--- config.mk ---
export PLATFORM = sky130hd
export DESIGN_NAME = longAdapter_flat
export DESIGN_NICKNAME = d
export VERILOG_FILES = /design/src/verilog/mvsPkg.sv /design/src/verilog/wordBusIf.sv /design/src/verilog/longAdapter.sv /design/src/flat_wrapper.sv
export SDC_FILE = /design/constraint.sdc
export NUM_CORES = 1
export LEC_CHECK = 0
export BUFFER_PORTS_ARGS = -buffer_cell sky130_fd_sc_hd__buf_2
export CORE_ASPECT_RATIO = 0.9
export CORE_UTILIZATION = 48
export CTS_CLUSTER_SIZE = 30
export DETAILED_ROUTE_END_ITERATION = 8
export GPL_TIMING_DRIVEN = 0
export PLACE_DENSITY = 0.89
export SLEW_MARGIN = 20
export SYNTH_ARGS = -nofsm -noshare
export SYNTH_HDL_FRONTEND = slang
export SYNTH_SLANG_ARGS = --single-unit
--- constraint.sdc ---
create_clock -name clk24M -period 3.1 [get_ports clk24M]
set_input_delay 0.155 -clock clk24M [delete_from_list [all_inputs] [get_ports clk24M]]
set_output_delay 0.155 -clock clk24M [all_outputs]
set_load 0.05 [all_outputs]
--- src/verilog/mvsPkg.sv ---
`default_nettype none

package mvsPkg;

	// Decoded CPU regions
	typedef enum logic [1:0]
	{
		sysRam,
		ioRegs,
		palRam,
		unmapped
	} regionE;

	// Longword adapter sequence
	typedef enum logic [1:0]
	{
		idle,
		firstWord,
		secondWord,
		done
	} adapterStateE;

	// Work RAM at 0xC00000, mirrored over the whole 1MB window
	localparam logic [23:0] SYS_RAM_BASE = 24'hC00000;
	localparam int SYS_RAM_WORDS = 64;
	localparam int SYS_AW = $clog2(SYS_RAM_WORDS);

	// Vector area redirected to system RAM while the swap is on
	localparam logic [23:0] VEC_LIMIT = 24'h000080;

	// I/O block, 0x300000 to 0x3FFFFF
	localparam logic [23:0] IO_BASE = 24'h300000;
	// Byte offsets inside the I/O window
	localparam logic [19:0] P1_OFS = 20'h00000;
	localparam logic [19:0] P2_OFS = 20'h40000;
	localparam logic [19:0] OUT_OFS = 20'h80000;
	localparam logic [19:0] SWAP_SYS_OFS = 20'hA0012;
	localparam logic [19:0] SWAP_CART_OFS = 20'hA0002;

	// Palette RAM, one bank only
	localparam logic [23:0] PAL_BASE = 24'h400000;
	localparam int PAL_WORDS = 256;
	localparam int PAL_AW = $clog2(PAL_WORDS);

	// Open bus value
	localparam logic [15:0] UNMAPPED_DATA = 16'hFFFF;

endpackage

`default_nettype wire

--- src/verilog/wordBusIf.sv ---
`timescale 1ns/1ps
`default_nettype none

interface wordBusIf;

	// Single-cycle request strobe
	logic req;
	logic we;
	// Word address, byte address bits 23:1
	logic [22:0] addr;
	// Upper and lower byte strobes
	logic [1:0] byteEn;
	logic [15:0] wdata;
	// Valid while ack is high
	logic [15:0] rdata;
	logic ack;

	modport master
	(
		output req, we, addr, byteEn, wdata,
		input rdata, ack
	);

	modport slave
	(
		input req, we, addr, byteEn, wdata,
		output rdata, ack
	);

endinterface

`default_nettype wire

--- src/verilog/longAdapter.sv ---
`timescale 1ns/1ps
`default_nettype none

module longAdapter
	import mvsPkg::*;
(
	input wire clk24M,
	input wire rstN,
	input wire req,
	input wire we,
	input wire isLong,
	input wire [1:0] byteEn,
	input wire [23:0] addr,
	input wire [31:0] wdata,
	output logic [31:0] rdata,
	output logic ack,
	wordBusIf.master bus
);

	adapterStateE state;
	logic busReq;

	// Host access captured at request time
	logic weQ;
	logic longQ;
	logic [1:0] byteEnQ;
	logic [22:0] addrQ;
	logic [31:0] wdataQ;

	// Sequencer, word cycles one at a time
	always_ff @(posedge clk24M or negedge rstN)
	begin
		if (!rstN)
		begin
			state <= idle;
			busReq <= 1'b0;
		end
		else
		begin
			busReq <= 1'b0;
			case (state)
				idle:
				begin
					if (req)
					begin
						busReq <= 1'b1;
						state <= firstWord;
					end
				end
				firstWord:
				begin
					if (bus.ack)
					begin
						// Longword needs the second half
						busReq <= longQ;
						state <= longQ ? secondWord : done;
					end
				end
				secondWord:
				begin
					if (bus.ack)
						state <= done;
				end
				default:
					state <= idle;
			endcase
		end
	end

	always_ff @(posedge clk24M)
	begin
		if ((state == idle) && req)
		begin
			weQ <= we;
			longQ <= isLong;
			byteEnQ <= byteEn;
			addrQ <= addr[23:1];
			wdataQ <= wdata;
		end
		// High word comes first, from the lower address
		if (bus.ack)
		begin
			if (state == firstWord)
				rdata <= longQ ? {bus.rdata, 16'h0000} : {16'h0000, bus.rdata};
			else
				rdata[15:0] <= bus.rdata;
		end
	end

	assign bus.req = busReq;
	assign bus.we = weQ;
	// Second word sits at hostAddr+2
	assign bus.addr = (state == secondWord) ? addrQ + 23'd1 : addrQ;
	assign bus.byteEn = longQ ? 2'b11 : byteEnQ;
	assign bus.wdata = (longQ && (state != secondWord)) ? wdataQ[31:16] : wdataQ[15:0];

	// One cycle after the last word ack
	assign ack = (state == done);

	// Host must wait for its ack
	assert property (@(posedge clk24M) disable iff (!rstN) req |-> (state == idle));

endmodule

`default_nettype wire

--- src/flat_wrapper.sv ---
// flat-port wrapper written by rule: the top's interface ports become plain ports
module longAdapter_flat import mvsPkg::*;
  (clk24M, rstN, req, we, isLong, byteEn, addr, wdata, rdata, ack, bus_req, bus_we, bus_addr, bus_byteEn, bus_wdata, bus_rdata, bus_ack);
  wordBusIf bus_i ();
  input wire clk24M;
  input wire rstN;
  input wire req;
  input wire we;
  input wire isLong;
  input wire [1:0] byteEn;
  input wire [23:0] addr;
  input wire [31:0] wdata;
  output logic [31:0] rdata;
  output logic ack;
  output wire logic [$bits(bus_i.req)-1:0] bus_req;
  output wire logic [$bits(bus_i.we)-1:0] bus_we;
  output wire logic [$bits(bus_i.addr)-1:0] bus_addr;
  output wire logic [$bits(bus_i.byteEn)-1:0] bus_byteEn;
  output wire logic [$bits(bus_i.wdata)-1:0] bus_wdata;
  input wire logic [$bits(bus_i.rdata)-1:0] bus_rdata;
  input wire logic [$bits(bus_i.ack)-1:0] bus_ack;
  assign bus_req = bus_i.req;
  assign bus_we = bus_i.we;
  assign bus_addr = bus_i.addr;
  assign bus_byteEn = bus_i.byteEn;
  assign bus_wdata = bus_i.wdata;
  assign bus_i.rdata = bus_rdata;
  assign bus_i.ack = bus_ack;
  longAdapter u_core (.clk24M(clk24M), .rstN(rstN), .req(req), .we(we), .isLong(isLong), .byteEn(byteEn), .addr(addr), .wdata(wdata), .rdata(rdata), .ack(ack), .bus(bus_i));
endmodule
# Word-level counts from Yosys, hierarchy flattened

Index checks and enable logic that the tools add are counted.
Widths: inputs -> output; s select.

Register bits after elaboration: 94
Output and inout bits: 76
Logic and storage cells: 35

Add/sub/neg operators: 1
Eq/ne operators: 7
Muxes and demuxes: 13
Reduce and logical (&&, ||, !) cells: 5

Operators with widths:

| cell                  | count |
|---|---|
| $mux 16               | 3 |
| $add 23x1->23 const B | 1 |
| $mux 23               | 1 |
| $mux 2                | 4 |
| $ne 2x2->1 const B    | 4 |
| $pmux 2 s3            | 1 |
| $eq 2x2->1 const B    | 2 |
| $mux 1                | 3 |
| $reduce_and 3->1      | 1 |
| $eq 2x1->1 const B    | 1 |
| $logic_and 1x1->1     | 2 |
| $logic_not 2->1       | 1 |
| $pmux 1 s2            | 1 |
| $reduce_and 2->1      | 1 |

# Logic depth before layout (Yosys ltp)

Gate-level depths: netlist of the first run.

Depth after elaboration: 3
Depth in mapped cells: 7
Gate-level depth less buffers: 6

# Least setup slack after synthesis of the first run

OpenSTA, ideal clock, no wires.

Kind: register to register
From: register u_core.state[0]
To: register u_core.addrQ[0] (enable)
Data arrival time: 2.067 ns
Required time: 2.676 ns
Path slack: 0.609 ns
Cell stages (with the launch flop): 4
Period minus slack after synthesis: 2.491 ns
Cells stage by stage: dfrtp_1 -> inv_1 -> ha_1 -> and2_1

Word-level cells in the longest chain between the ends: 2

RTL lines:

| item                   | RTL line          | text |
|---|---|---|
| start, declared        | longAdapter.sv:20 | `adapterStateE state;` |
| start signal, assigned | longAdapter.sv:35 | `state <= idle;` |
| start signal, assigned | longAdapter.sv:47 | `state <= firstWord;` |
| start signal, assigned | longAdapter.sv:56 | `state <= longQ ? secondWord : done;` |
| $logic_not 2->1        | longAdapter.sv:72 | `if ((state == idle) && req)` |
| $logic_and 1x1->1      | longAdapter.sv:72 |  |
| end signal, assigned   | longAdapter.sv:77 | `addrQ <= addr[23:1];` |
| end, declared          | longAdapter.sv:27 | `logic [22:0] addrQ;` |

No other way between the ends.
A chain may end at the register's enable or synchronous reset.

# Worst setup path after layout of the first run

From: register u_core.state[0]
To: output bus_addr[22]

Word-level cells in the longest chain between the ends: 2

RTL lines:

| item          | RTL line           | text |
|---|---|---|
| $eq 2x2->1    | longAdapter.sv:93  | `assign bus.addr = (state == secondWord) ? addrQ + 23'd1 : addrQ;` |
| $mux 23       | longAdapter.sv:93  |  |
| end, declared | flat_wrapper.sv:17 | `output wire logic [$bits(bus_i.addr)-1:0] bus_addr;` |

No other way between the ends.

==> results of run 1 <==
timing repair:
action	4_1_cts	5_1_grt
hold endpoints to repair	62	0
setup endpoints to repair	0	0
hold buffers	60	0
resized for setup	0	0
kinds of logic after synthesis:
logic type,after synthesis,share of synthesized area (%)
DFF,94,73.4
adders and majority gates,5,1.64
AOI/OAI and AO/OA,4,0.785
muxes,18,5.30
buffers and inverters,11,1.18
and+or+nand+nor,76,12.7
xor gates and xnor gates,22,5.04
area by class of cell:
cell class,instances,area share (%)
well taps,96,2.17
clock buffers,10,2.31
clock inverters,6,1.54
multi-input cells,125,17.6
inverters,5,0.339
flip-flops and latches,94,50.7
plain buffers,6,0.475
repair buffers,214,24.8
cells in the mapped netlist, drive strengths merged, types with 2 or more instances:
library cell / instances
buf: 3
ha: 5
nand3: 9
inv: 5
mux2: 18
nor2: 4
edfxtp: 91
and3: 5
or2: 2
clkbuf: 3
nand2: 7
and2: 34
dfrtp: 3
nand4: 10
xnor2: 18
xor2: 4
registers in the layout (all words and copies together), names as in the netlist:
| signal | count |
|---|---|
| u_core.rdata | 32 |
| u_core.wdataQ | 32 |
| u_core.addrQ | 23 |
| u_core.byteEnQ | 2 |
| u_core.state | 2 |
| u_core.bus.req | 1 |
| u_core.bus.we | 1 |
| u_core.longQ | 1 |
routing by layer:
layer / vias up / share of wire [%] / wire, um / track usage, %
met2: 104 / 55 / 5010 / 41.5
met4: 0 / 2.9 / 261 / 10.3
met5: - / 0 / 0 / 0
met1: 1297 / 37 / 3380 / 23.9
li1: 1300 / - / - / -
met3: 24 / 4.7 / 429 / 4.74
critical path: stages, from the launching register on:
cell and delay, ns:
dfrtp_1 0.42, inv_1 0.10, ha_1 0.14, buf_2 0.23
and3_1 0.31, nor4b_4 0.35, nand4_1 0.16, xnor2_1 0.18
buf_2 0.29
worst max path at each step:
| stage | start | endpoint | slack, ns | cells past startpoint |
|---|---|---|---|---|
| 2_1_floorplan | u_core.state[0]$_DFFE_PN0P_ | u_core.addrQ[0]$_DFFE_PP_ | 0.61 | 3 |
| 3_3_place_gp | u_core.state[0]$_DFFE_PN0P_ | u_core.wdataQ[24]$_DFFE_PP_ | 0.16 | 3 |
| 3_5_place_dp | u_core.state[0]$_DFFE_PN0P_ | bus_addr[22] | 0.82 | 8 |
| 4_1_cts | u_core.state[0]$_DFFE_PN0P_ | bus_addr[22] | 0.43 | 8 |
| 5_1_grt | u_core.state[0]$_DFFE_PN0P_ | bus_addr[22] | 0.30 | 8 |
| 6_report | u_core.state[0]$_DFFE_PN0P_ | bus_addr[22] | 0.43 | 8 |
stage by stage:
step	util, %	worst slack, ns	cell area (um2)	hold slack, ns	total power [uW]
finish	72.6	0.430	5530	0.0928	4310
global route	72.6	0.302	5530	0.0820	4480
CTS	72.6	0.426	5530	0.0770	4310
detailed placement	61.9	0.822	4720	-0.0453	3400
global placement	61.9	0.160	4720	-0.0470	3360
floorplan	-	0.609	3830	-0.141	3010
power by group through the flow:
stage                     Sequential [uW]  Combinational [uW]  Clock (uW)
after global routing                 1810                1740         928
final                                1790                1650         870
after detailed placement             1810                1590           0
after CTS                            1780                1650         874
after global placement               1810                1550           0
after floorplan                      2020                 996           0
==> flow_metrics.py, run 1 <==
metrics = {
    "outcome": {
        "outcome": "finished, final reports clean",
    },
    "clocking": {
        "clock_sinks": 94,
        "clk_latency_ns": 0.35,
        "clk_pin_slew_worst_paths_ns": 0.10,
        "post_cts_buffers": 0,
        "cts_tree": "built",
        "root_buffer": "clkbuf_8",
        "cts_buffer_depth": 2,
        "cts_buffers": 9,
        "htreeDepth": 3,
    },
    "place": {
        "portBuffers": 154,
        "dpl.cell_count": 480,
        "gp_congestion": 0.775,
        "hpwl_mm": 5.58,
    },
    "timing": {
        "grt_setup_unrepaired": "no",
        "clock_skew_ns": 0.0114,
        "period_minus_slack_ns": 2.67,
        "setup_viol": 0,
        "period_share_pct": 86.1,
        "max_slew_margin_pct": 49.4,
        "hold_viol": 0,
        "slew_viol_final": 0,
        "fmax_mhz": 374,
        "worst_pin_slew_ns": 0.759,
        "tns_ns": 0,
    },
    "drt": {
        "antenna_left": 0,
        "drt-initial-drc-count": 131,
        "avgViaCountPerCell": 4.90,
        "vias": 2725,
        "first_pass_iters": 4,
        "wl_mm": 9.07,
        "drc": 0,
        "routedWlPerCell_um": 16.3,
    },
    "layout": {
        "final_cell_mix": "157 x buf_2, 91 x edfxtp_1, 60 x dlygate4sd3_1",
        "synthToLayoutAreaGrowth_pct": 44.6,
        "drive_gt1_share_pct": 42.4,
        "fin_nets": 540,
        "nFillCells": 480,
        "final-seq-area_um2": 2810,
        "diodes": 0,
        "final_common_cell": "buf_2",
        "multi_input_area_um2": 976,
        "final_cell_count_no_fill": 556,
    },
    "pwr": {
        "sw_frac_of_total_pct": 39.9,
        "power_frac_seq_pct": 41.5,
        "power_leakage_uw": 0.00225,
        "p_int_uw": 2590,
        "pwr-share-clk_pct": 20.2,
        "ir_drop_mv": 0.467,
        "combPwrFrac_pct": 38.3,
        "p_sw_uw": 1720,
        "pwr_density_cell_nw_per_um2": 779,
    },
    "global_route": {
        "grt_max_degree": 61,
        "grt-ovfl-total": 0,
        "grt_pass1_wl_mm": 13.5,
        "track_usage_pct": 22.3,
        "grt_pass1_vias": 2805,
        "antenna_found_initial": 0,
    },
    "setup_path": {
        "cp.required_ns": 2.94,
        "path_class": "reg2out",
        "cp-end-kind": "primary output",
        "regToRegStartpoint": "u_core.state[1]$_DFFE_PN0P_",
        "worst-path-max-fanout": 10,
        "reg2regPathDepth": 3,
        "r2r-end": "u_core.rdata[21]$_SDFFCE_PN0P_",
        "cp-start-kind": "register",
        "reg2reg_slack_ns": 1.32,
        "arrival_ns": 2.52,
    },
    "logic_synthesis": {
        "netlist_area_um2": 3830,
        "ys_types": 26,
        "synth_top_cell_by_area": "edfxtp_1",
        "ys_seq_area_share_pct": 73.4,
        "syn_avg_cell_area_um2": 16.6,
        "yosys_warnings": 0,
        "synth_edf_count": 91,
        "synthDominantCellAreaShare_pct": 71.4,
        "yosys-top-cells-area": "edfxtp_1 71%, and2_1 5.6%, mux2_2 5.3%, xnor2_1 4.1%, dfrtp_1 2.0%",
        "synth_cells": 230,
        "ys_async_sr_fraction_pct": 3.19,
        "synth_nets": 315,
        "synth_ff_type": "edfxtp_1",
        "synth_seq_cells": 94,
    },
    "job": {
        "max_cap_violations": 0,
    },
    "worst_hold_path": {
        "min_from": "bus_rdata[2]",
        "worstHoldPathCells": 2,
        "hold_end": "u_core.rdata[2]$_DFFE_PP_",
        "hold_class": "in2reg",
    },
    "die": {
        "num_rows": 30,
        "start_util_pct": 50.2,
        "pin_count": 156,
        "die_h_um": 86.7,
        "die_area_um2": 8330,
        "coreArea_um2": 7620,
        "die_w_um": 96.1,
    },
}
(Power assumes the default switching activity.)
==> run 2: changes to the inputs <==
Settings changed: CORE_UTILIZATION 48 to 43, HOLD_SLACK_MARGIN from default to 0.03, PLACE_DENSITY 0.89 to 0.84.
Clock period 3.1 ns to 2.4 ns, I/O delays scaled along.
==> run 2 against run 1 <==
Compared with the run above: global-route usage shrank 2.4 points; flip-flop and latch count is the same; worst setup slack lost 0.32 ns; highest routed layer unchanged.
==> flow_metrics.py, run 2 (synthesized netlist as in run 1, its figures left out) <==
metrics = {
    "die": {
        "pin_count": 156,
        "num_rows": 32,
        "coreArea_um2": 8610,
        "die_w_um": 101,
        "start_util_pct": 44.4,
        "die_area_um2": 9280,
        "die_h_um": 91.5,
    },
    "layout": {
        "nFillCells": 612,
        "final_cell_count_no_fill": 590,
        "drive_gt1_share_pct": 45.6,
        "largestRegisters": "u_core.rdata: 32 flops, u_core.wdataQ: 32 flops, u_core.addrQ: 23 flops",
        "final_common_cell": "buf_2",
        "synthToLayoutAreaGrowth_pct": 50.1,
        "diodes": 0,
        "fin_area_um2": 5740,
        "fin_nets": 552,
        "final_cell_mix": "149 x buf_2, 91 x edfxtp_1, 60 x dlygate4sd3_1",
    },
    "setup_path": {
        "worst-path-max-fanout": 5,
        "cp.required_ns": 2.28,
        "regToRegStartpoint": "u_core.state[0]$_DFFE_PN0P_",
        "setup.worst_path.start": "u_core.state[0]$_DFFE_PN0P_",
        "arrival_ns": 2.17,
        "path_class": "reg2out",
        "cp-start-kind": "register",
        "cp-end-kind": "primary output",
    },
    "timing": {
        "finalHoldWorstSlack_ns": 0.0603,
        "period_share_pct": 95.5,
        "tns_ns": 0,
        "max_slew_margin_pct": 47.3,
        "fmax_mhz": 436,
        "slew_viol_final": 0,
        "hold_viol": 0,
        "worst_pin_slew_ns": 0.790,
        "grt_setup_unrepaired": "yes",
        "clock_skew_ns": 0.0123,
        "setup_viol": 0,
        "period_minus_slack_ns": 2.29,
    },
    "clocking": {
        "clk_pin_slew_worst_paths_ns": 0.09,
        "clock_sinks": 94,
        "root_buffer": "clkbuf_8",
        "clk_latency_ns": 0.34,
        "cts_buffer_depth": 2,
        "cts_buffers": 9,
        "htreeDepth": 3,
        "cts_tree": "built",
    },
    "drt": {
        "routedWlPerCell_um": 15.2,
        "drc": 0,
        "first_pass_iters": 4,
        "vias": 2735,
        "drt-initial-drc-count": 84,
        "avgViaCountPerCell": 4.64,
        "antenna_left": 0,
        "wl_mm": 8.94,
    },
    "pwr": {
        "total_power_uw": 5790,
        "power_leakage_uw": 0.00234,
        "ir_drop_mv": 0.548,
        "pwr_density_cell_nw_per_um2": 1010,
    },
    "global_route": {
        "grt_max_degree": 61,
        "track_usage_pct": 19.9,
        "grt_pass1_wl_mm": 13.7,
        "grt-ovfl-total": 0,
        "antenna_found_initial": 0,
        "grt_pass1_vias": 2949,
    },
    "place": {
        "portBuffers": 154,
        "hpwl_mm": 5.63,
        "gp_congestion": 0.828,
        "dpl.cell_count": 503,
        "place_area_um2": 4750,
    },
    "worst_hold_path": {
        "min_from": "bus_rdata[1]",
        "hold_class": "in2reg",
    },
    "outcome": {
        "outcome": "finished, final reports clean",
    },
    "job": {
        "max_cap_violations": 0,
    },
}
-- run 2: cell types whose count changed in the layout (fill, tap and decap cells not counted), sizes merged --
cell      change
buf          +12
clkinv        -3
bufinv        +1
clkinvlp      +1
-- run 2: worst max-delay path, stage by stage, from the launching register on --
cell     delay [ns]
dfrtp_1        0.42
inv_2          0.10
ha_4           0.15
buf_6          0.11
and3_4         0.19
nor4b_4        0.30
nand4_1        0.16
xnor2_1        0.19
buf_4          0.22
-- run 2: layout make-up --
cell class	count	area [um2]	area share [%]
well taps	119	149	2.59
clock inverters	5	106	1.85
flip-flops and latches	94	2810	48.9
repair buffers	226	1470	25.7
clock buffers	10	128	2.22
multi-input cells	125	1020	17.7
plain buffers	6	41.3	0.719
inverters	5	18.8	0.327
-- run 2: power breakdown --
group	leakage, uW	internal, uW	switching, uW
combinational	0.00134	697	1570
sequential	0.000889	2170	135
clock	0.000113	691	528
-- run 2: worst paths after layout --
path	endpoint	slack, ns	depth (start not counted)
max	bus_addr[22]	0.11	8
min	u_core.rdata[1]$_DFFE_PP_	0.06	2
max reg2reg	u_core.wdataQ[2]$_DFFE_PP_	0.50	4
min reg2reg	u_core.state[1]$_DFFE_PN0P_	0.68	1
max in group asynchronous	u_core.state[0]$_DFFE_PN0P_	2.20	2
min in group asynchronous	u_core.state[1]$_DFFE_PN0P_	0.09	2
-- run 2: repair_timing --
item	CTS	global route
cloned	0	1
buffers inserted	3	8
endpoints found under the setup margin	23	19
hold endpoints to repair	62	0
hold buffers	60	0
pin swaps	1	2
gates resized for setup	13	7
-- run 2: metrics by stage --
stage / worst slack [ns] / utilization [%]
2_1_floorplan: 0.0180 / -
3_3_place_gp: 0.226 / 55.1
3_5_place_dp: 0.192 / 55.2
4_1_cts: 0.0348 / 65.5
5_1_grt: -0.0323 / 66.7
6_report: 0.108 / 66.7
-- run 2: layer usage --
metal  track usage (%)  part of all wire, %  wire length, um  vias up
met5                 0                    0                0        -
met4              7.37                  1.6              144        0
met3              3.93                  3.5              312       13
met2              38.0                   57             5090       80
met1              21.2                   38             3390     1321
li1                  -                    -                -     1321
==> run 3: changes to the inputs <==
Settings changed: CORE_UTILIZATION 43 to 39, CTS_BUF_LIST from default to sky130_fd_sc_hd__clkbuf_4 sky130_fd_sc_hd__clkbuf_8, PLACE_DENSITY 0.84 to 0.78.
==> run 3 against run 2 <==
Compared with the run above: clock skew shrank 0.0029 ns; worst hold slack gained 0.0024 ns; maximum frequency shrank 1.5%; sequential share of layout area grew 0.69 points; die area grew 10%; flip-flop and latch count is the same; non-clock buffer count shrank 3; cell count grew 0.17%; combinational power is essentially flat; critical endpoint is now bus_addr[18]; largest cell class unchanged; highest routed layer unchanged.
==> flow_metrics.py, run 3 (synthesized netlist as in run 1, its figures left out) <==
metrics = {
    "outcome": {
        "outcome": "finished, final reports clean",
    },
    "timing": {
        "period_share_pct": 97.0,
        "slew_viol_final": 0,
        "worst_pin_slew_ns": 0.771,
        "hold_viol": 0,
        "max_slew_margin_pct": 48.6,
        "clock_skew_ns": 0.00940,
        "setup_viol": 0,
        "tns_ns": 0,
        "grt_setup_unrepaired": "yes",
        "fin_ws_ns": 0.0727,
        "period_minus_slack_ns": 2.33,
        "fmax_mhz": 430,
    },
    "worst_hold_path": {
        "worstHoldPathCells": 2,
        "hold_class": "in2reg",
        "hold_end": "u_core.rdata[5]$_DFFE_PP_",
        "min_from": "bus_rdata[5]",
    },
    "layout": {
        "diodes": 0,
        "final_common_cell": "buf_2",
        "final_cell_mix": "147 x buf_2, 91 x edfxtp_1, 60 x dlygate4sd3_1",
        "fin_area_um2": 5660,
        "drive_gt1_share_pct": 45.0,
        "largestRegisters": "u_core.rdata: 32 flops, u_core.wdataQ: 32 flops, u_core.addrQ: 23 flops",
        "synthToLayoutAreaGrowth_pct": 48.0,
        "nFillCells": 726,
        "finish.utilization_pct": 60.7,
        "fin_nets": 549,
    },
    "place": {
        "dp_slack_ns": 0.205,
        "place_area_um2": 4750,
        "gp_congestion": 0.767,
        "hpwl_mm": 5.67,
        "portBuffers": 154,
    },
    "clocking": {
        "root_buffer": "clkbuf_8",
        "cts_buffers": 9,
        "cts_buffer_depth": 2,
        "clk_latency_ns": 0.35,
        "htreeDepth": 3,
        "cts_tree": "built",
        "clock_sinks": 94,
        "clk_pin_slew_worst_paths_ns": 0.09,
    },
    "pwr": {
        "power_frac_seq_pct": 41.7,
        "p_sw_uw": 2240,
        "pwr-share-clk_pct": 17.3,
        "ir_drop_mv": 0.520,
        "combPwrFrac_pct": 41.1,
        "pwr_density_cell_nw_per_um2": 977,
        "power_leakage_uw": 0.00229,
        "p_int_uw": 3290,
        "sw_frac_of_total_pct": 40.5,
    },
    "die": {
        "num_rows": 33,
        "die_h_um": 96.0,
        "pin_count": 156,
        "coreArea_um2": 9330,
        "die_w_um": 106,
        "start_util_pct": 41.0,
        "die_area_um2": 10200,
    },
    "setup_path": {
        "r2r-end": "u_core.wdataQ[13]$_DFFE_PP_",
        "path_class": "reg2out",
        "reg2reg_slack_ns": 0.60,
        "regToRegStartpoint": "u_core.state[1]$_DFFE_PN0P_",
        "reg2regPathDepth": 3,
        "cp.required_ns": 2.28,
        "cp-start-kind": "register",
        "arrival_ns": 2.21,
        "cp-end-kind": "primary output",
        "worst-path-max-fanout": 5,
    },
    "drt": {
        "first_pass_iters": 4,
        "routedWlPerCell_um": 14.4,
        "drc": 0,
        "drt-initial-drc-count": 76,
        "wl_mm": 8.52,
        "avgViaCountPerCell": 4.66,
        "vias": 2753,
        "antenna_left": 0,
    },
    "global_route": {
        "grt_pass1_wl_mm": 12.6,
        "grt_max_degree": 61,
        "grt_pass1_vias": 2717,
        "antenna_found_initial": 0,
        "track_usage_pct": 16.3,
        "grt-ovfl-total": 0,
    },
    "job": {
        "max_cap_violations": 0,
    },
}
-- run 3: cell types whose count changed in the layout (fill, tap and decap cells not counted), moves of 2 or more --
cell / previous run / this run
buf_2: 149 / 147
buf_4: 18 / 14
bufinv_16: 3 / 0
clkbuf_4: 0 / 4
inv_6: 1 / 3
xnor2_1: 16 / 18
xnor2_2: 2 / 0
-- run 3: worst max-delay path: stages (launching register included) --
cell and delay [ns]:
dfrtp_1 0.43, inv_2 0.10, ha_4 0.14, buf_6 0.11
and3_4 0.19, nor4b_4 0.30, nand3_1 0.14, xnor2_1 0.21
buf_4 0.24
-- run 3: how the worst max path moves through the flow --
stage,start,to,cells after the start,slack (ns)
4_1_cts,u_core.state[0]$_DFFE_PN0P_,bus_addr[22],8,0.02
3_3_place_gp,u_core.state[0]$_DFFE_PN0P_,bus_wdata[13],8,0.23
6_report,u_core.state[0]$_DFFE_PN0P_,bus_addr[18],8,0.07
5_1_grt,u_core.state[0]$_DFFE_PN0P_,bus_addr[22],8,-0.1
2_1_floorplan,u_core.state[0]$_DFFE_PN0P_,bus_addr[22],7,0.02
3_5_place_dp,u_core.state[0]$_DFFE_PN0P_,bus_addr[22],8,0.21
-- run 3: metrics by stage --
step	hold slack [ns]	total power, uW	std cells
finish	0.0628	5530	591
global route	0.0514	5770	591
CTS	0.0347	5450	584
detailed placement	-0.0770	4390	506
global placement	-0.0818	4340	506
floorplan	-0.176	3890	230
-- run 3: area by class of cell --
type	instances	area, um2	area share (%)
plain buffers	6	48.8	0.862
clock buffers	11	139	2.45
clock inverters	5	41.3	0.729
inverters	5	18.8	0.331
multi-input cells	125	998	17.6
flip-flops and latches	94	2810	49.6
well taps	122	153	2.70
repair buffers	223	1460	25.7
-- run 3: per-layer routing --
metal,GRT usage [%],routed length [um]
met1,18.2,3370
met2,30.6,4660
met3,3.39,333
met4,6.83,162
met5,0,0
-- run 3: power groups by stage --
stage	logic [uW]	clock network [uW]	registers, uW
detailed placement	2050	0	2340
finish	2270	955	2310
global placement	2020	0	2320
floorplan	1290	0	2600
global route	2390	1040	2330
CTS	2160	990	2300
-- run 3: repair_timing --
item	4_1_cts	5_1_grt
endpoints found under the hold margin	62	0
buffers inserted	2	6
cloned	0	1
pin swaps	1	2
hold buffers	60	0
setup endpoints to repair	23	20
resized for setup	12	10
