--- src/verilog/mvsPkg.sv ---
`default_nettype none

package mvsPkg;

	// Decoded CPU regions
	typedef enum logic [1:0]
	{
		sysRam,
		ioRegs,
		palRam,
		unmapped
	} regionE;

	// Longword adapter sequence
	typedef enum logic [1:0]
	{
		idle,
		firstWord,
		secondWord,
		done
	} adapterStateE;

	// Work RAM at 0xC00000, mirrored over the whole 1MB window
	localparam logic [23:0] SYS_RAM_BASE = 24'hC00000;
	localparam int SYS_RAM_WORDS = 64;
	localparam int SYS_AW = $clog2(SYS_RAM_WORDS);

	// Vector area redirected to system RAM while the swap is on
	localparam logic [23:0] VEC_LIMIT = 24'h000080;

	// I/O block, 0x300000 to 0x3FFFFF
	localparam logic [23:0] IO_BASE = 24'h300000;
	// Byte offsets inside the I/O window
	localparam logic [19:0] P1_OFS = 20'h00000;
	localparam logic [19:0] P2_OFS = 20'h40000;
	localparam logic [19:0] OUT_OFS = 20'h80000;
	localparam logic [19:0] SWAP_SYS_OFS = 20'hA0012;
	localparam logic [19:0] SWAP_CART_OFS = 20'hA0002;

	// Palette RAM, one bank only
	localparam logic [23:0] PAL_BASE = 24'h400000;
	localparam int PAL_WORDS = 256;
	localparam int PAL_AW = $clog2(PAL_WORDS);

	// Open bus value
	localparam logic [15:0] UNMAPPED_DATA = 16'hFFFF;

endpackage

`default_nettype wire

--- src/verilog/wordBusIf.sv ---
`timescale 1ns/1ps
`default_nettype none

interface wordBusIf;

	// Single-cycle request strobe
	logic req;
	logic we;
	// Word address, byte address bits 23:1
	logic [22:0] addr;
	// Upper and lower byte strobes
	logic [1:0] byteEn;
	logic [15:0] wdata;
	// Valid while ack is high
	logic [15:0] rdata;
	logic ack;

	modport master
	(
		output req, we, addr, byteEn, wdata,
		input rdata, ack
	);

	modport slave
	(
		input req, we, addr, byteEn, wdata,
		output rdata, ack
	);

endinterface

`default_nettype wire

--- src/verilog/addrDecode.sv ---
`timescale 1ns/1ps
`default_nettype none

module addrDecode
	import mvsPkg::*;
(
	input wire clk24M,
	input wire rstN,
	input wire swapSys,
	wordBusIf.slave cpu,
	wordBusIf.master sysBus,
	wordBusIf.master ioBus,
	wordBusIf.master palBus
);

	logic [23:0] byteAddr;
	logic [23:0] mapAddr;
	regionE region;
	// Region of the cycle in flight
	regionE regionQ;
	// Ack for system RAM and open bus
	logic localAck;

	always_comb
	begin
		byteAddr = {cpu.addr, 1'b0};
		// Vector swap, low vectors come from work RAM
		if (swapSys && (byteAddr < VEC_LIMIT))
			mapAddr = SYS_RAM_BASE | byteAddr;
		else
			mapAddr = byteAddr;
		case (mapAddr[23:20])
			SYS_RAM_BASE[23:20]: region = sysRam;
			IO_BASE[23:20]: region = ioRegs;
			PAL_BASE[23:20]: region = palRam;
			default: region = unmapped;
		endcase
	end

	// Same cycle forward, only the selected peer sees req
	assign sysBus.req = cpu.req && (region == sysRam);
	assign ioBus.req = cpu.req && (region == ioRegs);
	assign palBus.req = cpu.req && (region == palRam);

	assign sysBus.we = cpu.we;
	assign ioBus.we = cpu.we;
	assign palBus.we = cpu.we;
	assign sysBus.addr = mapAddr[23:1];
	assign ioBus.addr = mapAddr[23:1];
	assign palBus.addr = mapAddr[23:1];
	assign sysBus.byteEn = cpu.byteEn;
	assign ioBus.byteEn = cpu.byteEn;
	assign palBus.byteEn = cpu.byteEn;
	assign sysBus.wdata = cpu.wdata;
	assign ioBus.wdata = cpu.wdata;
	assign palBus.wdata = cpu.wdata;

	always_ff @(posedge clk24M or negedge rstN)
	begin
		if (!rstN)
		begin
			localAck <= 1'b0;
			regionQ <= unmapped;
		end
		else
		begin
			localAck <= cpu.req && ((region == sysRam) || (region == unmapped));
			if (cpu.req)
				regionQ <= region;
		end
	end

	// Return path, unmapped writes just vanish
	always_comb
	begin
		case (regionQ)
			sysRam:
			begin
				cpu.ack = localAck;
				cpu.rdata = sysBus.rdata;
			end
			ioRegs:
			begin
				cpu.ack = ioBus.ack;
				cpu.rdata = ioBus.rdata;
			end
			palRam:
			begin
				cpu.ack = palBus.ack;
				cpu.rdata = palBus.rdata;
			end
			default:
			begin
				cpu.ack = localAck;
				cpu.rdata = UNMAPPED_DATA;
			end
		endcase
	end

	assert property (@(posedge clk24M) disable iff (!rstN)
		$onehot0({sysBus.req, ioBus.req, palBus.req}));

	// Palette wait included, no peer takes longer
	assert property (@(posedge clk24M) disable iff (!rstN)
		cpu.req |-> ##[1:2] cpu.ack);

endmodule

`default_nettype wire

--- src/flat_wrapper.sv ---
// flat-port wrapper written by rule: the top's interface ports become plain ports
module addrDecode_flat import mvsPkg::*;
  (clk24M, rstN, swapSys, cpu_req, cpu_we, cpu_addr, cpu_byteEn, cpu_wdata, cpu_rdata, cpu_ack, sysBus_req, sysBus_we, sysBus_addr, sysBus_byteEn, sysBus_wdata, sysBus_rdata, sysBus_ack, ioBus_req, ioBus_we, ioBus_addr, ioBus_byteEn, ioBus_wdata, ioBus_rdata, ioBus_ack, palBus_req, palBus_we, palBus_addr, palBus_byteEn, palBus_wdata, palBus_rdata, palBus_ack);
  wordBusIf cpu_i ();
  wordBusIf sysBus_i ();
  wordBusIf ioBus_i ();
  wordBusIf palBus_i ();
  input wire clk24M;
  input wire rstN;
  input wire swapSys;
  input wire logic [$bits(cpu_i.req)-1:0] cpu_req;
  input wire logic [$bits(cpu_i.we)-1:0] cpu_we;
  input wire logic [$bits(cpu_i.addr)-1:0] cpu_addr;
  input wire logic [$bits(cpu_i.byteEn)-1:0] cpu_byteEn;
  input wire logic [$bits(cpu_i.wdata)-1:0] cpu_wdata;
  output wire logic [$bits(cpu_i.rdata)-1:0] cpu_rdata;
  output wire logic [$bits(cpu_i.ack)-1:0] cpu_ack;
  output wire logic [$bits(sysBus_i.req)-1:0] sysBus_req;
  output wire logic [$bits(sysBus_i.we)-1:0] sysBus_we;
  output wire logic [$bits(sysBus_i.addr)-1:0] sysBus_addr;
  output wire logic [$bits(sysBus_i.byteEn)-1:0] sysBus_byteEn;
  output wire logic [$bits(sysBus_i.wdata)-1:0] sysBus_wdata;
  input wire logic [$bits(sysBus_i.rdata)-1:0] sysBus_rdata;
  input wire logic [$bits(sysBus_i.ack)-1:0] sysBus_ack;
  output wire logic [$bits(ioBus_i.req)-1:0] ioBus_req;
  output wire logic [$bits(ioBus_i.we)-1:0] ioBus_we;
  output wire logic [$bits(ioBus_i.addr)-1:0] ioBus_addr;
  output wire logic [$bits(ioBus_i.byteEn)-1:0] ioBus_byteEn;
  output wire logic [$bits(ioBus_i.wdata)-1:0] ioBus_wdata;
  input wire logic [$bits(ioBus_i.rdata)-1:0] ioBus_rdata;
  input wire logic [$bits(ioBus_i.ack)-1:0] ioBus_ack;
  output wire logic [$bits(palBus_i.req)-1:0] palBus_req;
  output wire logic [$bits(palBus_i.we)-1:0] palBus_we;
  output wire logic [$bits(palBus_i.addr)-1:0] palBus_addr;
  output wire logic [$bits(palBus_i.byteEn)-1:0] palBus_byteEn;
  output wire logic [$bits(palBus_i.wdata)-1:0] palBus_wdata;
  input wire logic [$bits(palBus_i.rdata)-1:0] palBus_rdata;
  input wire logic [$bits(palBus_i.ack)-1:0] palBus_ack;
  assign cpu_i.req = cpu_req;
  assign cpu_i.we = cpu_we;
  assign cpu_i.addr = cpu_addr;
  assign cpu_i.byteEn = cpu_byteEn;
  assign cpu_i.wdata = cpu_wdata;
  assign cpu_rdata = cpu_i.rdata;
  assign cpu_ack = cpu_i.ack;
  assign sysBus_req = sysBus_i.req;
  assign sysBus_we = sysBus_i.we;
  assign sysBus_addr = sysBus_i.addr;
  assign sysBus_byteEn = sysBus_i.byteEn;
  assign sysBus_wdata = sysBus_i.wdata;
  assign sysBus_i.rdata = sysBus_rdata;
  assign sysBus_i.ack = sysBus_ack;
  assign ioBus_req = ioBus_i.req;
  assign ioBus_we = ioBus_i.we;
  assign ioBus_addr = ioBus_i.addr;
  assign ioBus_byteEn = ioBus_i.byteEn;
  assign ioBus_wdata = ioBus_i.wdata;
  assign ioBus_i.rdata = ioBus_rdata;
  assign ioBus_i.ack = ioBus_ack;
  assign palBus_req = palBus_i.req;
  assign palBus_we = palBus_i.we;
  assign palBus_addr = palBus_i.addr;
  assign palBus_byteEn = palBus_i.byteEn;
  assign palBus_wdata = palBus_i.wdata;
  assign palBus_i.rdata = palBus_rdata;
  assign palBus_i.ack = palBus_ack;
  addrDecode u_core (.clk24M(clk24M), .rstN(rstN), .swapSys(swapSys), .cpu(cpu_i), .sysBus(sysBus_i), .ioBus(ioBus_i), .palBus(palBus_i));
endmodule
--- config.mk ---
export PLATFORM = sky130hd
export DESIGN_NAME = addrDecode_flat
export DESIGN_NICKNAME = d
export VERILOG_FILES = /design/src/verilog/mvsPkg.sv /design/src/verilog/wordBusIf.sv /design/src/verilog/addrDecode.sv /design/src/flat_wrapper.sv
export SDC_FILE = /design/constraint.sdc
export NUM_CORES = 1
export LEC_CHECK = 0
export BUFFER_PORTS_ARGS = -buffer_cell sky130_fd_sc_hd__buf_4
export CAP_MARGIN = 20
export CORE_AREA = 10 10 86 88
export DETAILED_ROUTE_END_ITERATION = 10
export DIE_AREA = 0 0 96 98
export GPL_TIMING_DRIVEN = 0
export PLACE_DENSITY = 0.87
export SLEW_MARGIN = 20
export SYNTH_ARGS = -nofsm -noshare
export SYNTH_HDL_FRONTEND = slang
export SYNTH_SLANG_ARGS = --single-unit
--- constraint.sdc ---
create_clock -name clk24M -period 2 [get_ports clk24M]
set_input_delay 0.2 -clock clk24M [delete_from_list [all_inputs] [get_ports clk24M]]
set_output_delay 0.2 -clock clk24M [all_outputs]
set_load 0.02 [all_outputs]
; ---- Yosys cells after proc, flatten, opt, wreduce, memory -nomap -nowiden
; Cells that the tools add are included.
[word_totals]
inputBits = 97
mem_bits_ro = 0
out_inout_bits = 146
elab_cells = 23
ram_bits = 0
memories = 0
reg_bits = 3
latch_bits = 0
[classes]
n_shift = 0
muxes = 4
addsub = 0
n_bitwise = 0
n_lt_le_gt_ge = 1
n_reduce_logical = 8
div_mod_pow = 0
n_mul = 0
eq_ne = 8
[ops]
columns = op, count
row1 = 16-bit case mux with 3 select lines, 1
row2 = "24-bit by 8-bit < comparator with 1-bit output, second input constant", 1
row3 = 24-bit two-way mux, 1
row4 = "2-bit equality test, second input constant", 3
row5 = 2-bit case mux with 3 select lines, 1
row6 = 1-bit logical AND, 5
row7 = "2-bit by 1-bit equality test with 1-bit output, second input constant", 2
row8 = "4-bit by 2-bit equality test with 1-bit output, second input constant", 1
row9 = "4-bit by 3-bit equality test with 1-bit output, second input constant", 1
row10 = "4-bit equality test, second input constant", 1
row11 = 2-bit logical NOT, 2
row12 = 1-bit case mux with 2 select lines, 1
row13 = 1-bit logical OR, 1

; ---- Depth between registers and ports, before layout
; Gate-level depths: netlist of the first run.
[logic_depth]
ltp_word = 8
ltp_mapped = 7
depth_no_buf = 7

; ---- Worst setup path after synthesis of the first run
; No wires, ideal clock.
[synth_path]
path_kind = input -> output
from = input port cpu_addr[20]
to = output port sysBus_req
cell_stages = 5
path_slack_ns = 0.310
arrival_ns = 1.490
cell_sequence = or4b_4 ha_1 inv_1 o211ai_2 o2bb2ai_1
[synth_between]
elab_chain_cells = 7
word_cells_on_any_way = 9
classes_between = 1 x order compare / 3 x eq/ne / 2 x mux / 3 x reduce/logical
[synth_rtl]
columns = element, line_no
row1 = start: declaration, flat_wrapper.sv:13  ; input wire logic [$bits(cpu_i.addr)-1:0] cpu_addr;
row2 = 24-bit by 8-bit < comparator with 1-bit output, addrDecode.sv:28  ; if (swapSys && (byteAddr < VEC_LIMIT))
row3 = 1-bit logical AND, addrDecode.sv:28
row4 = 24-bit two-way mux *, addrDecode.sv:28
row5 = 4-bit by 3-bit equality test with 1-bit output (tied with other cells), addrDecode.sv:32  ; case (mapAddr[23:20])
row6 = 2-bit case mux with 3 select lines *, addrDecode.sv:32
row7 = 2-bit logical NOT *, addrDecode.sv:41  ; assign sysBus.req = cpu.req && (region == sysRam);
row8 = 1-bit logical AND *, addrDecode.sv:41
row9 = end: declaration, flat_wrapper.sv:18  ; output wire logic [$bits(sysBus_i.req)-1:0] sysBus_req;
; Mark *: on every way between the ends. The rest lies on a longest branch, timed or not.

; ---- Worst setup path in the final report of the first run
[layout_path]
from = register u_core.regionQ[1]
to = output port cpu_rdata[3]
[layout_between]
elab_chain_cells = 2
word_cells_on_any_way = 4
classes_between = 2 x eq/ne / 1 x mux / 1 x reduce/logical
[layout_rtl]
columns = element, line_no
row1 = start: declaration, addrDecode.sv:20  ; regionE regionQ;
row2 = start signal: assignment, addrDecode.sv:63  ; regionQ <= unmapped;
row3 = start signal: assignment, addrDecode.sv:69  ; regionQ <= region;
row4 = 2-bit equality test (tied with other cells), addrDecode.sv:76  ; case (regionQ)
row5 = 16-bit case mux with 3 select lines *, addrDecode.sv:76
row6 = end: declaration, flat_wrapper.sv:16  ; output wire logic [$bits(cpu_i.rdata)-1:0] cpu_rdata;
; Marked as above.

==> impl_results.md, run 1 <==
- DRT Wirelength: 8710 um
- CTS tree: built
- Sort of element at the start of the critical path: flop
- Share of post-route cells with drive strength above 1: 81.9%
- Clock transition at the registers of the reported paths: 0.03 ns
- Final hold violation count: 0
- Total Die Area: 9410 um^2
- Cell count of the worst reg-to-reg path: 3
- Area after detailed placement: 3290 um^2
- Finished Core Util: 59.3%
- Final max-slew violation count: 0
- Number of CTS-inserted buffers: 3
- Number of global-route vias before repair: 2173
- Vias per Instance: 4.12
- Iteration count of the initial detailed-routing pass: 4
- Post-synth ARST share: 100%
- Slew HR: 77.9%
- Seq/Total Area, Yosys: 4.89%
- Most instantiated flip-flop cell in the synthesis netlist: sky130_fd_sc_hd__dfstp_2
- Number of synthesized register bits: 3
- Min-delay src: cpu_req
- Post-synth EDFFs: 0
- Clock network latency to the later pin of the worst-skew pair: 0.22 ns
- Number of antenna-violating nets in the routed design: 0
- Top-level I/O count: 243
- Row count: 28
- Shortest period the worst path allows: 1.90 ns
- Commonest cells after routing, fill and taps aside: sky130_fd_sc_hd__buf_4 (342), sky130_fd_sc_hd__a21oi_1 (18), sky130_fd_sc_hd__a22oi_1 (16), sky130_fd_sc_hd__nand2_1 (16), sky130_fd_sc_hd__nor2_1 (6)
- Non-Filler Cell Area, Final: 3410 um^2
- Result of the run: finished clean
- Count of input and output buffers: 215
- Synthesized instance count: 224
- Number of warnings reported in the yosys synthesis log: 0
- Setup ws final: 0.0987 ns
- Maximum Capacitance Violations: 0
- Worst Hold Slack: 0.258 ns
- Final TNS setup: 0 ns
- Critical Path End Type: output pin
- Data arrival, critical path: 1.70 ns
- DR WL/cell: 16.9 um
- DIE WIDTH: 96 um
- Minimum setup slack after placement: -0.0729 ns
- Worst Setup Path Type: reg2out
- Total vias in the final route: 2129
- Library cell with the largest summed area after synthesis: sky130_fd_sc_hd__buf_4
- Most frequent standard cell in the layout excluding fill and tap cells: sky130_fd_sc_hd__buf_4
- CTS Sinks: 3
- Post-synthesis average cell area: 7.08 um^2
- Portion of synthesized cell area occupied by the leading cell type: 58.7%
- Register-to-Register Setup Slack: 1.03 ns
- DPL Wire Length: 7910 um
- Launch instance of the worst register-to-register path: u_core.regionQ[1]
- Weighted congestion reported at the end of routability-driven placement: 0.839
- Wire length of the first global-routing pass: 12200 um
- Required time at the worst-slack endpoint: 1.80 ns
- Starting density of the core: 27.6%
- Fmax achieved: 0.526 GHz
- Remaining design rule violation count: 0
- Setup-failing EPs final: 0
- CP max FO: 10
- Post-Synthesis Net Count: 328
- Endpoint of the lowest-slack register-to-register path: u_core.regionQ[1]
- Number of antenna violations at the first check in global routing: 0
- Clk root buf: sky130_fd_sc_hd__clkbuf_8
- Maximum vdd drop: 0.242 mV
- Worst clock skew: 0 ns
- Classification of the worst-slack hold path: in2reg
- Biggest area contributors in the synthesized netlist: sky130_fd_sc_hd__buf_4 (59%), sky130_fd_sc_hd__a22oi_1 (8.0%), sky130_fd_sc_hd__a21oi_1 (5.7%), sky130_fd_sc_hd__ha_1 (5.5%), sky130_fd_sc_hd__nand2_1 (3.8%)
- Transition time of the tightest slew-check pin: 0.331 ns
- Largest net degree at the start of global routing: 11
- Final period util: 95.1%
- Hold Path Cell Cnt: 2
- Number of violations reported at the end of detailed-routing iteration 0: 73
- Destination of the worst hold path: u_core.regionQ[0]
- GRT Util Overall: 16.2%
- Number of diodes added for antenna fixing: 0
- Distinct cells, synth: 24
- Area growth from synthesis to layout: 115%
- Y dimension of the die: 98 um
- Static leakage power: 1.95 nW
- Setup repair after global routing missed its margin: false
- H-tree depth: 1
- Maximum buffer depth of the clock tree: 2
- Net total in the final layout: 547
- Power per Cell Area: 389 nW/um^2
- Remaining global-route overflow: 0
- Netlist Area Pre-Place: 1590 um^2
- Placeable Area: 5750 um^2
-- worst max path at each step --
| stage | slack [ns] | cells after the start | start | endpoint |
|---|---|---|---|---|
| 2_1_floorplan | 0.31 | 5 | cpu_addr[20] | sysBus_req |
| 3_3_place_gp | -0.02 | 6 | u_core.regionQ[0] | cpu_rdata[3] |
| 3_5_place_dp | -0.07 | 6 | u_core.regionQ[0] | cpu_rdata[15] |
| 4_1_cts | 0.005 | 6 | u_core.regionQ[1] | cpu_rdata[12] |
| 5_1_grt | 0.02 | 6 | u_core.regionQ[1] | cpu_rdata[15] |
| 6_report | 0.1 | 6 | u_core.regionQ[1] | cpu_rdata[3] |
-- state kept, by name (all words and copies together) (netlist names) --
signal	count
u_core.localAck	1
u_core.regionQ	2
-- metal layers --
metal	up-vias	wire, um	track usage [%]
li1	1048	-	-
met1	940	2560	13.5
met2	129	4880	32.8
met3	12	1120	6.81
met4	0	145	4.43
met5	-	0	0
-- through the flow --
step / instances / total power (W)
floorplan: 224 / 0.000651
global placement: 514 / 0.00111
detailed placement: 514 / 0.00113
CTS: 516 / 0.00132
global route: 517 / 0.00141
finish: 517 / 0.00133
-- worst max-delay path, stage by stage (launching register included) --
cell	delay, ns
sky130_fd_sc_hd__dfstp_2	0.55
sky130_fd_sc_hd__inv_1	0.10
sky130_fd_sc_hd__ha_4	0.21
sky130_fd_sc_hd__buf_4	0.18
sky130_fd_sc_hd__a22oi_1	0.20
sky130_fd_sc_hd__nand2_1	0.08
sky130_fd_sc_hd__buf_4	0.16
-- cell families after synthesis --
kind of cell             Yosys count  share of synthesized area (%)
AO/OA/AOI/OAI                     41                           16.7
adder cells (fa/ha/maj)            7                           5.52
buffers and inverters            138                           62.1
flip-flops                         3                           4.89
AND/OR/NAND/NOR                   35                           10.8
-- cells in the mapped netlist (2+ instances only) --
cell type	number
sky130_fd_sc_hd__clkbuf_1	8
sky130_fd_sc_hd__a22oi_1	17
sky130_fd_sc_hd__nand2_1	16
sky130_fd_sc_hd__nor2_1	6
sky130_fd_sc_hd__dfstp_2	2
sky130_fd_sc_hd__ha_1	7
sky130_fd_sc_hd__nand3_1	3
sky130_fd_sc_hd__and2_1	2
sky130_fd_sc_hd__nor4_1	2
sky130_fd_sc_hd__a21oi_1	18
sky130_fd_sc_hd__inv_1	5
sky130_fd_sc_hd__a31oi_1	2
sky130_fd_sc_hd__or2_2	2
sky130_fd_sc_hd__buf_4	124
-- power breakdown --
| group | switching [W] | leakage (nW) | internal [W] |
|---|---|---|---|
| sequential | 0.00000635 | 0.0330 | 0.0000694 |
| clock | 0.0000451 | 0.0228 | 0.000136 |
| combinational | 0.000516 | 1.89 | 0.000553 |
-- layout make-up --
class                   instances  area [um^2]
plain buffers                 129          963
repair buffers                218         1640
well taps                      75         93.8
fillers                       537         2340
multi-input cells              83          569
clock buffers                   4         45.0
inverters                       5         18.8
flip-flops and latches          3         77.6
-- repair_timing --
item                                    in CTS  in global routing
setup buffers                                0                  2
endpoints found under the hold margin        3                  0
pin swaps                                    0                  0
endpoints found under the setup margin      12                 12
gates resized for setup                      8                  9
hold buffers                                 1                  0
Note: power is estimated with default switching activity, not from simulation.
==> run 2, diff against run 1 <==
--- a/config.mk
+++ b/config.mk
@@ -5,7 +5,7 @@
 export SDC_FILE = /design/constraint.sdc
 export NUM_CORES = 1
 export LEC_CHECK = 0
-export BUFFER_PORTS_ARGS = -buffer_cell sky130_fd_sc_hd__buf_4
+export BUFFER_PORTS_ARGS = -buffer_cell sky130_fd_sc_hd__buf_2
 export CAP_MARGIN = 20
 export CORE_AREA = 10 10 86 88
 export DETAILED_ROUTE_END_ITERATION = 10
==> impl_results.md, run 2 (synthesis results as in run 1) <==
- Non-Filler Cell Area, Final: 2880 um^2 (-15%)
- Number of CTS-inserted buffers: 3 (unchanged)
- Min-delay src: cpu_req
- Clock transition at the registers of the reported paths: 0.03 ns (about the same)
- Number of inserted filler cells in the final layout: 562 (+4.7%)
- Max FFs per register: 2 (unchanged)
- Final TNS setup: 0 ns (unchanged)
- Data arrival, critical path: 1.70 ns (about the same)
- DRT Wirelength: 7780 um (-11%)
- Minimum setup slack after placement: -0.121 ns (-0.0480 ns)
- Number of diodes added for antenna fixing: 0 (unchanged)
- Count of input and output buffers: 215 (unchanged)
- Row count: 28 (unchanged)
- Reg power frac: 6.6% (+0.9 points)
- Worst Setup Path Type: reg2out
- Area after detailed placement: 2760 um^2 (-16%)
- Total vias in the final route: 2076 (-2.5%)
- Starting density of the core: 27.6% (unchanged)
- Final max-slew violation count: 0 (unchanged)
- Shortest period the worst path allows: 1.90 ns (+0.00271 ns)
- Clock Power Share: 15.0% (+1.3 points)
- Number of antenna-violating nets in the routed design: 0 (unchanged)
- Top-level I/O count: 243 (unchanged)
- Number of global-route vias before repair: 2214 (+1.9%)
- Number of antenna violations at the first check in global routing: 0 (unchanged)
- Vias per Instance: 4.02 (-2.5%)
- Regs by FF count: u_core.regionQ (2), u_core.localAck (1)
- Static leakage power: 1.76 nW (-9.7%)
- Number of violations reported at the end of detailed-routing iteration 0: 35 (-52%)
- Area taken by multi-input logic gates: 574 um^2 (+0.88%)
- Most frequent standard cell in the layout excluding fill and tap cells: sky130_fd_sc_hd__buf_2
- DIE WIDTH: 96 um (unchanged)
- Y dimension of the die: 98 um (unchanged)
- Setup-failing EPs final: 0 (unchanged)
- Weighted congestion reported at the end of routability-driven placement: 0.812 (-3.3%)
- Share of post-route cells with drive strength above 1: 82.1% (+0.23 points)
- Maximum buffer depth of the clock tree: 2 (unchanged)
- Power dissipated by switching net loads: 0.000546 W (-3.8%)
- Sequential cell area: 77.6 um^2 (unchanged)
- Area growth from synthesis to layout: 81.5%
- Setup repair after global routing missed its margin: false
- H-tree depth: 1 (unchanged)
- Destination of the worst hold path: u_core.regionQ[1]
- Fmax achieved: 0.525 GHz (-0.14%)
- Commonest cells after routing, fill and taps aside: sky130_fd_sc_hd__buf_2 (216), sky130_fd_sc_hd__buf_4 (127), sky130_fd_sc_hd__a21oi_1 (18), sky130_fd_sc_hd__nand2_1 (16), sky130_fd_sc_hd__a22oi_1 (15)
- Final period util: 95.2% (+0.14 points)
- Net total in the final layout: 547 (unchanged)
- Total power: 0.00116 W (-12%)
- CP max FO: 10 (unchanged)
- Remaining design rule violation count: 0 (unchanged)
- DR WL/cell: 15.0 um (-11%)
- DPL Wire Length: 7140 um (-9.7%)
- Required time at the worst-slack endpoint: 1.80 ns (about the same)
- Power per Cell Area: 403 nW/um^2 (+3.6%)
- Switching portion of total power: 47.0% (+4.2 points)
- Clock network latency to the later pin of the worst-skew pair: 0.21 ns (about the same)
- Remaining global-route overflow: 0 (unchanged)
- CTS Sinks: 3 (unchanged)
- Top reg by flops: u_core.regionQ
- Finished Core Util: 50.1% (-9.2 points)
- Start point of the critical path: u_core.regionQ[1]
- GRT Util Overall: 14.7% (-1.6 points)
- Largest net degree at the start of global routing: 11 (unchanged)
- Launch instance of the worst register-to-register path: u_core.regionQ[1]
- Iteration count of the initial detailed-routing pass: 4 (unchanged)
- Internal Power: 0.000615 W (-19%)
- Result of the run: finished clean
- Maximum vdd drop: 0.252 mV (+3.9%)
- Wire length of the first global-routing pass: 11300 um (-7.1%)
- Cell count of the worst reg-to-reg path: 3 (unchanged)
- Critical Path End Type: output pin
- Endpoint of the lowest-slack register-to-register path: u_core.regionQ[1]
- Placeable Area: 5750 um^2 (unchanged)
- Clk root buf: sky130_fd_sc_hd__clkbuf_8
- Worst clock skew: 0 ns (unchanged)
- Sort of element at the start of the critical path: flop
- Setup ws final: 0.0960 ns (-0.00271 ns)
- Maximum Capacitance Violations: 0 (unchanged)
- Total Die Area: 9410 um^2 (unchanged)
- Hold Path Cell Cnt: 2 (unchanged)
- Transition time of the tightest slew-check pin: 0.328 ns (-0.00301 ns)
- Slew HR: 78.1% (+0.20 points)
- CTS tree: built
- Register-to-Register Setup Slack: 1.07 ns (+0.04 ns)
- Final hold violation count: 0 (unchanged)
- Gate power share: 78.4% (-2.2 points)
- Classification of the worst-slack hold path: in2reg
==> run 2: cell count changes in the layout (fill, tap and decap cells not counted) <==
cell                       previous run  this run
sky130_fd_sc_hd__clkbuf_8             3         4
sky130_fd_sc_hd__buf_4              342       127
sky130_fd_sc_hd__clkbuf_4             2         1
sky130_fd_sc_hd__a22oi_1             16        15
sky130_fd_sc_hd__buf_2                1       216
sky130_fd_sc_hd__a22oi_2              1         2
==> run 2: metal layers <==
metal	track usage (%)	vias to the layer above	routed length, um
li1	-	1051	-
met2	29.5	122	4300
met1	12.5	897	2320
met4	3.41	0	56
met3	6.13	6	1100
met5	0	-	0
==> run 2: layout make-up <==
| class | count | share of cell area [%] |
|---|---|---|
| Multi-Input combinational cell | 83 | 19.9 |
| Buffer | 129 | 33.7 |
| Clock buffer | 4 | 1.56 |
| Sequential cell | 3 | 2.69 |
| Inverter | 5 | 0.652 |
| Tap cell | 75 | 3.26 |
| Timing Repair Buffer | 218 | 38.2 |
==> run 2: through the flow <==
step / instances / hold WS [ns]
2_1_floorplan: 224 / -0.0956
3_3_place_gp: 514 / -0.00610
3_5_place_dp: 514 / -0.000994
4_1_cts: 515 / 0.254
5_1_grt: 517 / 0.278
6_report: 517 / 0.262
==> run 2: worst max path at each step <==
stage	to	slack (ns)
after floorplan	sysBus_req	0.31
after global placement	cpu_rdata[11]	-0.06
after detailed placement	cpu_rdata[5]	-0.12
after CTS	cpu_rdata[5]	0.03
after global routing	cpu_rdata[11]	0.02
final	cpu_rdata[11]	0.1
==> run 2: timing repair <==
item	in CTS	in global routing
resized for setup	10	9
setup buffers	0	2
hold buffers	1	0
endpoints found under the setup margin	13	11
pin swaps	0	0
hold endpoints to repair	3	0
gates cloned	0	0
==> run 2: critical path: stages (launching register included) <==
cell and delay (ns):
sky130_fd_sc_hd__dfstp_2 0.55, sky130_fd_sc_hd__inv_1 0.10, sky130_fd_sc_hd__ha_4 0.21, sky130_fd_sc_hd__buf_4 0.18
sky130_fd_sc_hd__a22oi_1 0.20, sky130_fd_sc_hd__nand2_1 0.07, sky130_fd_sc_hd__buf_2 0.17
==> run 2: power groups by stage <==
| stage | clock network [W] | registers (W) | logic, W |
|---|---|---|---|
| 6_report | 0.000175 | 0.0000764 | 0.000911 |
| 5_1_grt | 0.000192 | 0.0000771 | 0.000981 |
| 3_5_place_dp | 0 | 0.0000763 | 0.000891 |
| 4_1_cts | 0.000180 | 0.0000760 | 0.000901 |
| 2_1_floorplan | 0 | 0.0000737 | 0.000577 |
| 3_3_place_gp | 0 | 0.0000758 | 0.000877 |
==> run 3, diff against run 2 <==
--- a/config.mk
+++ b/config.mk
@@ -11,7 +11,7 @@
 export DETAILED_ROUTE_END_ITERATION = 10
 export DIE_AREA = 0 0 96 98
 export GPL_TIMING_DRIVEN = 0
-export PLACE_DENSITY = 0.87
+export PLACE_DENSITY = 0.78
 export SLEW_MARGIN = 20
 export SYNTH_ARGS = -nofsm -noshare
 export SYNTH_HDL_FRONTEND = slang
==> impl_results.md, run 3 (synthesis results as in run 1) <==
- Result of the run: finished clean
- Critical-path cell list: inv_1 -> ha_4 -> clkbuf_4 -> a22oi_1 -> nand2_1 -> buf_2
- Worst path slowest cell: sky130_fd_sc_hd__dfstp_2
- Shortest period the worst path allows: 1.93 ns (+0.0214 ns)
- Share of post-route cells with drive strength above 1: 81.4% (-0.72 points)
- Clk root buf: sky130_fd_sc_hd__clkbuf_8
- Number of diodes added for antenna fixing: 0 (unchanged)
- Net total in the final layout: 546 (-0.18%)
- Worst Hold Slack: 0.265 ns (+0.00285 ns)
- Total Die Area: 9410 um^2 (unchanged)
- Clock network latency to the later pin of the worst-skew pair: 0.21 ns (about the same)
- Setup ws final: 0.0745 ns (-0.0214 ns)
- Static leakage power: 1.76 nW (-0.13%)
- Weighted congestion reported at the end of routability-driven placement: 0.788 (-3.0%)
- Setup-failing EPs final: 0 (unchanged)
- Number of CTS-inserted buffers: 3 (unchanged)
- Total power: 0.00115 W (-0.83%)
- Max FFs per register: 2 (unchanged)
- Final max-slew violation count: 0 (unchanged)
- Clock transition at the registers of the reported paths: 0.03 ns (about the same)
- Final period util: 96.3% (+1.1 points)
- Top reg by flops: u_core.regionQ
- Commonest cells after routing, fill and taps aside: sky130_fd_sc_hd__buf_2 (216), sky130_fd_sc_hd__buf_4 (125), sky130_fd_sc_hd__a21oi_1 (18), sky130_fd_sc_hd__a22oi_1 (16), sky130_fd_sc_hd__nand2_1 (16)
- DRT Wirelength: 8090 um (+4.0%)
- Required time at the worst-slack endpoint: 1.80 ns (about the same)
- Starting density of the core: 27.6% (unchanged)
- Count of buffer and inverter cells on the critical path: 3 (unchanged)
- Final hold violation count: 0 (unchanged)
- Remaining global-route overflow: 0 (unchanged)
- DPL Wire Length: 7420 um (+3.9%)
- DR WL/cell: 15.7 um (+4.2%)
- Row count: 28 (unchanged)
- DIE WIDTH: 96 um (unchanged)
- Number of global-route vias before repair: 2246 (+1.4%)
- Total vias in the final route: 2089 (+0.63%)
- Most frequent standard cell in the layout excluding fill and tap cells: sky130_fd_sc_hd__buf_2
- Number of violations reported at the end of detailed-routing iteration 0: 32 (-8.6%)
- Y dimension of the die: 98 um (unchanged)
- Worst clock skew: 0 ns (unchanged)
- Maximum Capacitance Violations: 0 (unchanged)
- Power per Cell Area: 403 nW/um^2 (about the same)
- Setup repair after global routing missed its margin: true
- Fmax achieved: 0.519 GHz (-1.1%)
- Non-Filler Cell Area, Final: 2860 um^2 (-0.78%)
- Top-level I/O count: 243 (unchanged)
- Transition time of the tightest slew-check pin: 0.348 ns (+0.0205 ns)
- Maximum vdd drop: 0.266 mV (+5.5%)
- Classification of the worst-slack hold path: in2reg
- H-tree depth: 1 (unchanged)
- Sort of element at the start of the critical path: flop
- Slew HR: 76.7% (-1.4 points)
- GRT Util Overall: 15.2% (+0.60 points)
- Wire length of the first global-routing pass: 11700 um (+3.3%)
- Remaining design rule violation count: 0 (unchanged)
- CP max FO: 10 (unchanged)
- Number of antenna violations at the first check in global routing: 0 (unchanged)
- CTS Sinks: 3 (unchanged)
- Iteration count of the initial detailed-routing pass: 6 (+2)
- Area after detailed placement: 2760 um^2 (unchanged)
- Worst Setup Path Type: reg2out
- Vias per Instance: 4.05 (+0.82%)
- Regs by FF count: u_core.regionQ (2), u_core.localAck (1)
- CTS tree: built
- Maximum buffer depth of the clock tree: 2 (unchanged)
- Number of antenna-violating nets in the routed design: 0 (unchanged)
- Critical Path End Type: output pin
- Minimum setup slack after placement: -0.0743 ns (+0.0466 ns)
- Longest individual stage delay on the worst path: 0.57 ns (+0.02 ns)
- Area growth from synthesis to layout: 80.1%
- Placeable Area: 5750 um^2 (unchanged)
- Count of input and output buffers: 215 (unchanged)
- Largest net degree at the start of global routing: 11 (unchanged)
- Data arrival, critical path: 1.73 ns (+0.03 ns)
- Cell family with most CP delay: flip-flops
==> run 3: area by class of cell <==
type	instances	area, um^2
inverters	5	18.8
plain buffers	129	972
well taps	75	93.8
repair buffers	217	1090
flip-flops and latches	3	77.6
fillers	571	2890
multi-input cells	83	557
clock buffers	4	45.0
==> run 3: final timing paths <==
path                       slack, ns         startpoint           endpoint  cells past startpoint
min reg2reg                     0.56  u_core.regionQ[0]  u_core.regionQ[0]                      2
max in group asynchronous       1.47               rstN  u_core.regionQ[0]                      2
min                             0.27            cpu_req  u_core.regionQ[1]                      2
max                             0.07  u_core.regionQ[1]      cpu_rdata[14]                      6
max reg2reg                     1.05  u_core.regionQ[1]  u_core.regionQ[1]                      3
min in group asynchronous       0.33               rstN    u_core.localAck                      2
==> run 3: report_power, final <==
| group | switching, W | internal, W | leakage (nW) |
|---|---|---|---|
| registers | 0.00000680 | 0.0000695 | 0.0330 |
| logic | 0.000498 | 0.000405 | 1.70 |
| clock network | 0.0000374 | 0.000136 | 0.0228 |
| total | 0.000542 | 0.000610 | 1.76 |
==> run 3: worst reg2reg max path, delay by kind of cell, from the launching register on <==
kind / cells / cell delay [ns]
buffers and inverters: 1 / 0.12
AOI/OAI and AO/OA: 2 / 0.19
DFF: 1 / 0.57
==> run 3: per-layer routing <==
metal / share of wire, % / wire length, um / global-route usage (%) / up-vias
met5: 0 / 0 / 0 / -
met4: 0.63 / 51 / 3.18 / 0
met3: 16 / 1280 / 7.96 / 4
met1: 31 / 2540 / 13.2 / 890
li1: - / - / - / 1050
met2: 52 / 4220 / 29.6 / 145
==> run 3: what timing repair did <==
| action | 4_1_cts | 5_1_grt |
|---|---|---|
| endpoints found under the setup margin | 12 | 11 |
| pin swaps | 0 | 0 |
| hold buffers | 1 | 0 |
| resized for setup | 11 | 4 |
| cloned | 0 | 0 |
| buffers inserted | 0 | 1 |
| hold endpoints to repair | 3 | 0 |
==> run 3: per-stage QoR <==
stage / setup TNS, ns / instances / util (%)
floorplan: 0 / 224 / -
global placement: -0.127 / 514 / 48.0
detailed placement: -0.375 / 514 / 48.0
CTS: 0 / 516 / 49.2
global route: -0.0692 / 516 / 49.7
finish: 0 / 516 / 49.7
